`src/logic/cpu_pkg.sv`:
```
package cpu_pkg;

    typedef logic [15:0] word_t;
    typedef logic [1:0]  reg_idx_t;

    // instr[15:12]
    typedef enum logic [3:0] {
        op_nop   = 4'd0,
        op_adi   = 4'd4,
        op_ori   = 4'd5,
        op_lhi   = 4'd6,
        op_lwd   = 4'd7,
        op_swd   = 4'd8,
        op_rtype = 4'd15
    } opcode_e;

    // instr[5:0], r-type only
    typedef enum logic [5:0] {
        fn_add = 6'd0,
        fn_sub = 6'd1,
        fn_and = 6'd2,
        fn_orr = 6'd3,
        fn_wwd = 6'd28,
        fn_hlt = 6'd29
    } func_e;

    typedef enum logic [2:0] {
        alu_add,
        alu_sub,
        alu_and,
        alu_or,
        alu_pass_b
    } alu_op_e;

    typedef struct packed {
        logic    valid;       // not a bubble
        logic    reg_write;
        logic    alu_src_imm;
        alu_op_e alu_op;
        logic    mem_read;
        logic    mem_write;
        logic    mem_to_reg;
        logic    is_wwd;
        logic    is_halt;
    } ctrl_t;

    typedef struct packed {
        ctrl_t    ctrl;
        word_t    rdata1;
        word_t    rdata2;
        word_t    imm;
        reg_idx_t dest;
    } id_ex_t;

    typedef struct packed {
        ctrl_t    ctrl;
        word_t    alu_result;
        word_t    store_data;
        reg_idx_t dest;
        word_t    wwd_data;
    } ex_mem_t;

    typedef struct packed {
        ctrl_t    ctrl;
        word_t    mem_data;
        word_t    alu_result;
        reg_idx_t dest;
        word_t    wwd_data;
    } mem_wb_t;

    localparam int rs_hi = 11;
    localparam int rs_lo = 10;
    localparam int rt_hi = 9;
    localparam int rt_lo = 8;
    localparam int rd_hi = 7;
    localparam int rd_lo = 6;
    localparam int imm_w = 8;
    localparam int dmem_depth = 256;

    localparam ctrl_t ctrl_bubble = '0;

endpackage
```
`src/logic/cpu_top.sv`:
```
module cpu_top
    import cpu_pkg::*;
(
    input  logic  clk,
    input  logic  reset,
    input  word_t imem_data,
    output word_t imem_addr,
    output word_t num_inst,
    output word_t output_port,
    output logic  wwd_valid,
    output logic  is_halted
);

    logic  dmem_read;
    logic  dmem_write;
    word_t dmem_addr;
    word_t dmem_wdata;
    word_t dmem_rdata;

    pipe_datapath pipe_datapath_i (
        .clk         (clk),
        .reset       (reset),
        .imem_data   (imem_data),
        .dmem_rdata  (dmem_rdata),
        .imem_addr   (imem_addr),
        .dmem_read   (dmem_read),
        .dmem_write  (dmem_write),
        .dmem_addr   (dmem_addr),
        .dmem_wdata  (dmem_wdata),
        .num_inst    (num_inst),
        .output_port (output_port),
        .wwd_valid   (wwd_valid),
        .is_halted   (is_halted)
    );

    data_mem data_mem_i (
        .clk   (clk),
        .read  (dmem_read),
        .write (dmem_write),
        .addr  (dmem_addr),
        .wdata (dmem_wdata),
        .rdata (dmem_rdata)
    );

endmodule

```
`src/logic/pipe_datapath.sv`:
```
module pipe_datapath
    import cpu_pkg::*;
(
    input  logic  clk,
    input  logic  reset,
    input  word_t imem_data,
    input  word_t dmem_rdata,
    output word_t imem_addr,
    output logic  dmem_read,
    output logic  dmem_write,
    output word_t dmem_addr,
    output word_t dmem_wdata,
    output word_t num_inst,
    output word_t output_port,
    output logic  wwd_valid,
    output logic  is_halted
);

    word_t    pc;
    word_t    if_instr;
    logic     if_valid;
    logic     halting;      // hlt has passed decode
    logic     stop_fetch;

    reg_idx_t dec_rs;
    reg_idx_t dec_rt;
    reg_idx_t dec_dest;
    ctrl_t    dec_ctrl;
    word_t    dec_imm;
    word_t    rf_rdata1;
    word_t    rf_rdata2;

    id_ex_t   id_ex;
    ex_mem_t  ex_mem;
    mem_wb_t  mem_wb;

    word_t    alu_b;
    word_t    alu_result;
    word_t    wb_data;

    // fetch
    assign stop_fetch = halting | (dec_ctrl.valid & dec_ctrl.is_halt);
    assign imem_addr  = pc;

    always_ff @(posedge clk) begin
        if (reset) begin
            pc       <= '0;
            if_valid <= 1'b0;
            halting  <= 1'b0;
        end else begin
            if (!stop_fetch) pc <= pc + 16'd1;
            if_valid <= !stop_fetch;    // bubbles once halting
            if (dec_ctrl.valid && dec_ctrl.is_halt) halting <= 1'b1;
        end
    end

    always_ff @(posedge clk) begin
        if_instr <= imem_data;
    end

    // decode
    decode_unit decode_unit_i (
        .instr       (if_instr),
        .instr_valid (if_valid),
        .rs          (dec_rs),
        .rt          (dec_rt),
        .dest        (dec_dest),
        .ctrl        (dec_ctrl),
        .imm         (dec_imm)
    );

    reg_file reg_file_i (
        .clk    (clk),
        .reset  (reset),
        .raddr1 (dec_rs),
        .raddr2 (dec_rt),
        .waddr  (mem_wb.dest),
        .wdata  (wb_data),
        .wen    (mem_wb.ctrl.reg_write),
        .rdata1 (rf_rdata1),
        .rdata2 (rf_rdata2)
    );

    // execute
    assign alu_b = id_ex.ctrl.alu_src_imm ? id_ex.imm : id_ex.rdata2;

    alu alu_i (
        .a      (id_ex.rdata1),
        .b      (alu_b),
        .op     (id_ex.ctrl.alu_op),
        .result (alu_result)
    );

    // memory
    assign dmem_read  = ex_mem.ctrl.mem_read;
    assign dmem_write = ex_mem.ctrl.mem_write;
    assign dmem_addr  = ex_mem.alu_result;
    assign dmem_wdata = ex_mem.store_data;

    // writeback
    assign wb_data = mem_wb.ctrl.mem_to_reg ? mem_wb.mem_data : mem_wb.alu_result;

    // stage registers, only ctrl is cleared
    always_ff @(posedge clk) begin
        if (reset) begin
            id_ex.ctrl  <= ctrl_bubble;
            ex_mem.ctrl <= ctrl_bubble;
            mem_wb.ctrl <= ctrl_bubble;
        end else begin
            id_ex.ctrl  <= dec_ctrl;
            ex_mem.ctrl <= id_ex.ctrl;
            mem_wb.ctrl <= ex_mem.ctrl;
        end
    end

    always_ff @(posedge clk) begin
        id_ex.rdata1 <= rf_rdata1;
        id_ex.rdata2 <= rf_rdata2;    // rt, store data for swd
        id_ex.imm    <= dec_imm;
        id_ex.dest   <= dec_dest;

        ex_mem.alu_result <= alu_result;
        ex_mem.store_data <= id_ex.rdata2;
        ex_mem.dest       <= id_ex.dest;
        ex_mem.wwd_data   <= id_ex.rdata1;

        mem_wb.mem_data   <= dmem_rdata;
        mem_wb.alu_result <= ex_mem.alu_result;
        mem_wb.dest       <= ex_mem.dest;
        mem_wb.wwd_data   <= ex_mem.wwd_data;
    end

    // retire side
    always_ff @(posedge clk) begin
        if (reset) begin
            num_inst    <= '0;
            output_port <= '0;
            wwd_valid   <= 1'b0;
            is_halted   <= 1'b0;
        end else begin
            wwd_valid <= mem_wb.ctrl.is_wwd;
            if (mem_wb.ctrl.valid) num_inst <= num_inst + 16'd1;
            if (mem_wb.ctrl.is_wwd) output_port <= mem_wb.wwd_data;
            if (mem_wb.ctrl.is_halt) is_halted <= 1'b1;   // sticky until reset
        end
    end

endmodule

```
`src/logic/data_mem.sv`:
```
module data_mem
    import cpu_pkg::*;
(
    input  logic  clk,
    input  logic  read,
    input  logic  write,
    input  word_t addr,
    input  word_t wdata,
    output word_t rdata
);

    word_t mem [dmem_depth];

    always_ff @(posedge clk) begin
        if (write) begin
            mem[addr[$clog2(dmem_depth)-1:0]] <= wdata;
        end
    end

    // low address bits only
    assign rdata = read ? mem[addr[$clog2(dmem_depth)-1:0]] : '0;

endmodule

```
`src/logic/decode_unit.sv`:
```
module decode_unit
    import cpu_pkg::*;
(
    input  word_t    instr,
    input  logic     instr_valid,
    output reg_idx_t rs,
    output reg_idx_t rt,
    output reg_idx_t dest,
    output ctrl_t    ctrl,
    output word_t    imm
);

    opcode_e            opcode;
    func_e              func;
    logic [imm_w-1:0]   imm_field;
    ctrl_t              c;

    assign opcode    = opcode_e'(instr[15:12]);
    assign func      = func_e'(instr[5:0]);
    assign imm_field = instr[imm_w-1:0];

    assign rs = instr[rs_hi:rs_lo];
    assign rt = instr[rt_hi:rt_lo];

    // r-type writes rd, everything else rt
    assign dest = (opcode == op_rtype) ? instr[rd_hi:rd_lo] : rt;

    always_comb begin
        c = ctrl_bubble;
        c.valid = 1'b1;
        case (opcode)
            op_rtype: begin
                case (func)
                    fn_add: begin c.reg_write = 1'b1; c.alu_op = alu_add; end
                    fn_sub: begin c.reg_write = 1'b1; c.alu_op = alu_sub; end
                    fn_and: begin c.reg_write = 1'b1; c.alu_op = alu_and; end
                    fn_orr: begin c.reg_write = 1'b1; c.alu_op = alu_or; end
                    fn_wwd: c.is_wwd = 1'b1;
                    fn_hlt: c.is_halt = 1'b1;
                    default: c = ctrl_bubble;
                endcase
            end
            op_adi, op_ori, op_lhi: begin
                c.reg_write   = 1'b1;
                c.alu_src_imm = 1'b1;
                c.alu_op      = (opcode == op_adi) ? alu_add :
                                (opcode == op_ori) ? alu_or : alu_pass_b;
            end
            op_lwd: begin
                c.reg_write   = 1'b1;
                c.alu_src_imm = 1'b1;
                c.mem_read    = 1'b1;
                c.mem_to_reg  = 1'b1;
            end
            op_swd: begin
                c.alu_src_imm = 1'b1;
                c.mem_write   = 1'b1;
            end
            default: c = ctrl_bubble;   // nop and unknown codes
        endcase
        ctrl = instr_valid ? c : ctrl_bubble;
    end

    always_comb begin
        case (opcode)
            op_ori:  imm = {{(16-imm_w){1'b0}}, imm_field};
            op_lhi:  imm = {imm_field, {(16-imm_w){1'b0}}};
            default: imm = {{(16-imm_w){imm_field[imm_w-1]}}, imm_field};
        endcase
    end

endmodule

```
`src/logic/reg_file.sv`:
```
module reg_file
    import cpu_pkg::*;
(
    input  logic     clk,
    input  logic     reset,
    input  reg_idx_t raddr1,
    input  reg_idx_t raddr2,
    input  reg_idx_t waddr,
    input  word_t    wdata,
    input  logic     wen,
    output word_t    rdata1,
    output word_t    rdata2
);

    word_t regs [4];

    always_ff @(posedge clk) begin
        if (reset) begin
            for (int i = 0; i < 4; i++) begin
                regs[i] <= '0;
            end
        end else if (wen) begin
            regs[waddr] <= wdata;
        end
    end

    // write-through so decode sees the value retiring this cycle
    assign rdata1 = (wen && waddr == raddr1) ? wdata : regs[raddr1];
    assign rdata2 = (wen && waddr == raddr2) ? wdata : regs[raddr2];

endmodule

```
`src/logic/alu.sv`:
```
module alu
    import cpu_pkg::*;
(
    input  word_t   a,
    input  word_t   b,
    input  alu_op_e op,
    output word_t   result
);

    always_comb begin
        case (op)
            alu_add:    result = a + b;     // wraps at 16 bits
            alu_sub:    result = a - b;
            alu_and:    result = a & b;
            alu_or:     result = a | b;
            alu_pass_b: result = b;         // lhi
            default:    result = '0;
        endcase
    end

endmodule

```
`config.mk`:
```
export PLATFORM = sky130hd
export DESIGN_NAME = cpu_top
export DESIGN_NICKNAME = d
export VERILOG_FILES = /design/src/logic/cpu_pkg.sv /design/src/logic/cpu_top.sv /design/src/logic/pipe_datapath.sv /design/src/logic/data_mem.sv /design/src/logic/decode_unit.sv /design/src/logic/reg_file.sv /design/src/logic/alu.sv
export SDC_FILE = /design/constraint.sdc
export NUM_CORES = 2
export LEC_CHECK = 0
export BUFFER_PORTS_ARGS = -buffer_cell sky130_fd_sc_hd__buf_2
export CAP_MARGIN = 30
export CORE_MARGIN = 2
export CORE_UTILIZATION = 45
export CTS_CLUSTER_DIAMETER = 150
export DETAILED_ROUTE_END_ITERATION = 7
export SYNTH_ARGS = -nofsm -noshare
export SYNTH_HDL_FRONTEND = slang
export SYNTH_MEMORY_MAX_BITS = 65536
export SYNTH_SLANG_ARGS = --single-unit
```
`constraint.sdc`:
```
create_clock -name clk -period 12 [get_ports clk]
set_input_delay 1.2 -clock clk [delete_from_list [all_inputs] [get_ports clk]]
set_output_delay 1.2 -clock clk [all_outputs]
set_load 0.05 [all_outputs]
```
# Word level (Yosys, flattened, before mapping)
# Memories as Yosys holds them, arrays and structs flattened. A register that Yosys moved wholly into a read port is not among the register bits.
# Index checks and enable logic that the tools add are counted.
word_totals:
  reg_bits: 223
  mem_bits_rw: 4160
  input_bits: 18
  out_inout_bits: 50
  mem_count: 2
memory_table:
  columns: ["name", "depth", "word_bits", "rd", "rd_clocked_by_memory_dff", "write_ports", "line_no", "rtl"]
  rows:
  - ["data_mem_i.mem", 256, 16, 1, 1, 1, "data_mem.sv:12", "word_t mem [dmem_depth];"]
  - ["pipe_datapath_i.reg_file_i.regs", 4, 16, 2, 2, 4, "reg_file.sv:15", "word_t regs [4];"]
op_classes:
  add_sub_neg: 4
  n_eq_ne: 17
  n_mux: 32
  n_bitwise: 6
  n_reduce_logical: 15
ops:
  columns: ["cell", "n"]
  rows:
  - ["$mux 16", 5]
  - ["$pmux 16 s5", 1]
  - ["$add 16x1->16 const B", 2]
  - ["$pmux 16 s2", 1]
  - ["$add 16x16->16", 1]
  - ["$and 16x16->16", 1]
  - ["$eq 4x3->1 const B", 4]
  - ["$or 16x16->16", 1]
  - ["$reduce_or 16->1", 1]
  - ["$sub 16x16->16", 1]
  - ["$mux 1", 15]
  - ["$eq 6x2->1 const B", 2]
  - ["$eq 6x5->1 const B", 2]
  - ["$mux 11", 1]
  - ["$eq 4x4->1 const B", 2]
  - ["$reduce_or 4->1", 2]
  - ["$eq 3x2->1 const B", 2]
  - ["$eq 6x1->1 const B", 1]
  - ["$logic_not 6->1", 1]
  - ["$mux 2", 3]
  - ["$mux 3", 2]
  - ["$pmux 2 s3", 1]
  - ["$pmux 3 s2", 1]
  - ["$reduce_or 3->1", 2]
  - ["other kinds (13)", 19]

# Logic depth before layout (Yosys ltp)
logic_depth:
  word_depth: 8
  mapped_depth: 15

# Cells and area by module
# Synthesis repeated with hierarchy kept, for this count alone.
hier_totals:
  hier_cells: 8643
  area_unflattened_um2: 169278.6
by_module_without_submodules:
  columns: ["module", "n_inst", "cells_per_inst", "area_each_um2", "seq_area_each_um2"]
  rows:
  - ["data_mem", 1, 7620, 156836.7, 122998.0]
  - ["pipe_datapath", 1, 505, 6626.4, 4824.6]
  - ["reg_file", 1, 221, 3842.4, 1921.8]
  - ["alu", 1, 231, 1557.7, 0.0]
  - ["decode_unit", 1, 66, 415.4, 0.0]

# Worst setup path after synthesis
# Ideal clock, no wire load.
synth_timing:
  path_kind: "flip-flop to flip-flop"
  start: "register pipe_datapath_i.ex_mem (netlist bit pipe_datapath_i.dmem_wdata[0])"
  end: "memory data_mem_i.mem[0][0] in the netlist's numbering, data pin"
  setup_time_ns: 0.852
  t_arrival_ns: 3.382
  required_ns: 11.148
  slack_ns: 7.766
  stages_incl_launch_ff: 1
  path_buffers: 0
  path_cell_list: "dfxtp_1"
synth_lines:
  columns: ["item", "line_no", "rtl"]
  rows:
  - ["start: declaration", "pipe_datapath.sv:34", "ex_mem_t ex_mem;"]
  - ["end: declaration", "data_mem.sv:12", null]
# No word-level cell before the write port.

==> results.md <==
| Step | Quantity | Value |
|:---|:---|:---|
| clock network | Post-CTS Repair Setup Buffers | 0 |
| detailed routing | Top Metal Used | met5 |
| outcome | Failing checks | design-rule violations |
| timing | Highest achievable clock rate | 181 MHz |
| synthesis | Yosys synthesis warning count | 0 |
| pwr | Leak Pwr | 61.5 nW |
| clock network | Hold_buf cts | 0 |
| layout | Synth-to-layout area growth | 14.0% |
| detailed routing | Final routed DRC violation total | 52 |
| clock network | Clock network latency to the later pin of the worst-skew pair | 1.03 ns |
| place | Cell Count Post-Placement | 13,200 |
| timing | Clock skew | 0.0576 ns |
| synthesis | Summed instance area of the synthesized netlist | 169,000 sq um |
| clock network | Post-cts sizing count | 0 |
| synthesis | Async SR Flop Fraction | 0% |
| clock network | Clock Sink Count | 4,399 |
| layout | Share of final-layout standard cells stronger than drive strength 1 | 27.4% |
| synthesis | Synth Area per Inst | 20.8 sq um |
| synthesis | Flop and latch count out of synthesis | 4,399 |
| die | FP Rows | 225 |
| worst setup path | Data required time at the worst endpoint | 12.87 ns |
| clock network | CTS tree | yes |
| grt | Number of global-route vias before repair | 86,900 |
| die | IO Count | 68 |
| clock network | Root Buffer | sky130_fd_sc_hd__clkbuf_16 |
| clock network | Largest buffer count on any clock path | 4 |
| detailed routing | Routed vias | 89,100 |
| timing | Remaining max-slew budget at the tightest pin | 1.58% |
| place | Number of buffers added on ports | 67 |
| worst setup path | Number of buffer and inverter instances along the worst setup path | 2 |
| grt | First-pass GRT wire length | 713,000 um |
| worst setup path | Largest fanout of any net on the critical path | 86 |
| worst setup path | Critical-path cell with the highest stage delay | sky130_fd_sc_hd__dfxtp_4 |
| grt | Total global routing overflow | 0 |
| synthesis | Top_reg_cell synth | sky130_fd_sc_hd__edfxtp_1 |
| detailed routing | Aggregate routed wire length | 519,000 um |
| grt | Largest net degree at the start of global routing | 185 |
| grt | Antenna violations before repair | 46 |
| worst setup path | CP Capture Type | register |
| synthesis | Cell count after synthesis | 8,132 |
| timing | Shortest period the worst path allows | 5.53 ns |
| pwr | Peak supply drop | 0.145 mV |
| detailed routing | Mean number of vias per cell | 6.34 |
| worst setup path | WP data arrival | 6.40 ns |
| clock network | CTS H-tree depth | 5 |
| clock network | Reg clk slew, reported paths | 0.07 ns |
| timing | Transition at the pin with the smallest max-transition slack | 1.48 ns |
| worst setup path | Series of cell instances along the critical path | buf_12, buf_4, mux4_2, mux2i_1, o211ai_1, a211oi_1, or4b_1, nor4_1, o32ai_1 |
| clock network | Number of buffers created by CTS | 440 |
| detailed routing | Initial detailed-routing violation count | 14,400 |
| grt | Gr usage total | 27.0% |
| timing | Final Hold Vio Count | 0 |
| synthesis | Number of synthesized flops with an enable pin | 4,160 |
| die | Floorplan die height | 617 um |
| synthesis | Net Count, Synth | 8,171 |
| pwr | Power density over the cells | 211 nW/um^2 |
| layout | Non-filler cells in the finished layout | 14,100 |
| worst setup path | Category of cells accounting for the largest share of critical-path delay | multiplexers |
| worst setup path | Longest individual stage delay on the worst path | 0.93 ns |
| die | Starting Density | 45.2% |
| timing | Fin crit share | 46.1% |
| detailed routing | Number of optimization iterations in the first detailed-route pass | 8 |
| worst setup path | Worst Setup Path Type | reg -> reg |
| timing | TNS Setup | 0 ns |
| job | # Max-Cap Violations | 0 |
| place | Dpl hpwl | 320,000 um |
| timing | Unrepaired setup endpoints after global routing | no |
| detailed routing | Average routed wire per standard cell | 36.9 um |
| die | Total core area | 375,000 sq um |
| synthesis | Unique masters post-synth | 85 |
| worst setup path | Startpoint class of the critical path | register |
| detailed routing | Final ANT Viol Nets | 0 |
| detailed routing | Met3 WL post-DR | 57,900 um |
| min path | Worst hold path class | in -> reg |
| synthesis | Seq/Total Area, Yosys | 76.6% |
| timing | Count of final max-slew check failures | 0 |
| detailed routing | Detailed-routed wire length on met2 | 236,000 um |
| place | Global placer's final weighted congestion | 0.994 |
| timing | Final setup violating endpoints | 0 |
| layout | Nets | 8,704 |
| detailed routing | Met1 wire length | 195,000 um |
| outcome | Status | complete, but fails checks |
| die | Area of the die | 381,000 sq um |
| die | Die X | 617 um |
## path summary, 6_finish.rpt
kind | from | endpoint | slack [ns] | cells after the start
max | pipe_datapath_i.dmem_addr[1]$_DFF_P_ | pipe_datapath_i.mem_wb[46]$_SDFF_PN0_ | 6.47 | 9
min | imem_data[9] | pipe_datapath_i.if_instr[9]$_DFF_P_ | 0.30 | 1
max reg2reg | pipe_datapath_i.dmem_addr[1]$_DFF_P_ | pipe_datapath_i.mem_wb[46]$_SDFF_PN0_ | 6.47 | 9
min reg2reg | pipe_datapath_i.id_ex[1]$_DFF_P_ | pipe_datapath_i.ex_mem[17]$_DFF_P_ | 0.31 | 0
## logic make-up (layout without fill, tap and decap cells)
logic type	Yosys count	in the layout	share of synthesized area [%]
AO/OA/AOI/OAI	697	697	2.77
XOR/XNOR	55	55	0.284
adder cells (fa/ha/maj)	30	30	0.213
buffers and inverters	489	1403	1.51
flip-flops	4399	4399	76.6
multiplexers	1386	1386	15.8
other	0	21	0
AND/OR/NAND/NOR	1076	1076	2.86
## sequential cells by signal, indices dropped and copies added, names as in the netlist, 22 cells and up
signal                           count
data_mem_i.mem                    4096
pipe_datapath_i.ex_mem              22
pipe_datapath_i.id_ex               60
pipe_datapath_i.mem_wb              55
pipe_datapath_i.reg_file_i.regs     64
## cells in the final DEF (no fill, tap or decap), drive strengths merged, types with 100 or more instances in the layout
cell | netlist | layout
nand3 | 100 | 100
clkinv | 3 | 203
mux4 | 1017 | 1017
nor2 | 447 | 447
edfxtp | 4160 | 4160
dfxtp | 239 | 239
o21ai | 136 | 136
clkbuf | 166 | 559
buf | 300 | 555
mux2i | 305 | 305
a22oi | 156 | 156
a21oi | 133 | 133
nand2 | 264 | 264
## power breakdown
group	total (mW)	internal, mW	leakage, nW	switching [mW]
registers	17.3	17.0	39.8	0.273
logic	9.57	3.07	14.6	6.50
clock network	13.8	7.92	7.13	5.91
total	40.7	28.0	61.5	12.7
## cells in the mapped netlist (21+ instances only)
cell	instances	area [sq um]
sky130_fd_sc_hd__o22ai_1	40	250
sky130_fd_sc_hd__clkbuf_1	165	619
sky130_fd_sc_hd__a22oi_1	156	1170
sky130_fd_sc_hd__buf_2	185	926
sky130_fd_sc_hd__a31oi_1	30	188
sky130_fd_sc_hd__nor2b_1	51	319
sky130_fd_sc_hd__buf_6	30	338
sky130_fd_sc_hd__edfxtp_1	4160	125000
sky130_fd_sc_hd__nand3_1	100	500
sky130_fd_sc_hd__mux4_2	1013	22800
sky130_fd_sc_hd__xnor2_1	22	193
sky130_fd_sc_hd__mux2_2	64	721
sky130_fd_sc_hd__o21ai_0	136	681
sky130_fd_sc_hd__buf_1	27	101
sky130_fd_sc_hd__mux2i_1	305	3050
sky130_fd_sc_hd__xor2_1	33	289
sky130_fd_sc_hd__a221oi_1	26	228
sky130_fd_sc_hd__nor3_1	58	290
sky130_fd_sc_hd__nor2_1	446	1670
sky130_fd_sc_hd__a21oi_1	133	666
sky130_fd_sc_hd__nand2_1	264	991
sky130_fd_sc_hd__a211oi_1	21	158
sky130_fd_sc_hd__buf_4	54	405
sky130_fd_sc_hd__dfxtp_1	239	4780
sky130_fd_sc_hd__nand4_1	42	263
sky130_fd_sc_hd__nand2b_1	21	131
## metrics by stage
step	util [%]	setup WS (ns)	instance area, sq um	hold slack (ns)	total power [mW]
after detailed placement	47.5	6.63	178000	0.312	26.8
final	51.5	6.47	193000	0.303	40.7
after global routing	51.5	6.38	193000	0.268	41.5
after floorplan	-	7.77	169000	0.310	22.5
after global placement	47.4	6.41	178000	0.312	26.7
after CTS	51.4	6.61	193000	0.240	40.5
## layer usage
| metal | up-vias | GRT usage [%] |
|---|---|---|
| li1 | 34900 | - |
| met1 | 47500 | 35.8 |
| met2 | 5398 | 41.1 |
| met3 | 1243 | 7.70 |
| met4 | 26 | 12.9 |
| met5 | - | 0 |
## area by class of cell
type	instances	area, sq um
sequential	4399	130000
clock buffer	557	12000
multi-input combinational	3244	37600
clock inverter	266	2490
inverter	23	96.3
antenna	21	52.6
tap	4994	6250
fill	29300	182000
timing repair buffer	557	4790
Power figures use the tool's default switching activity.
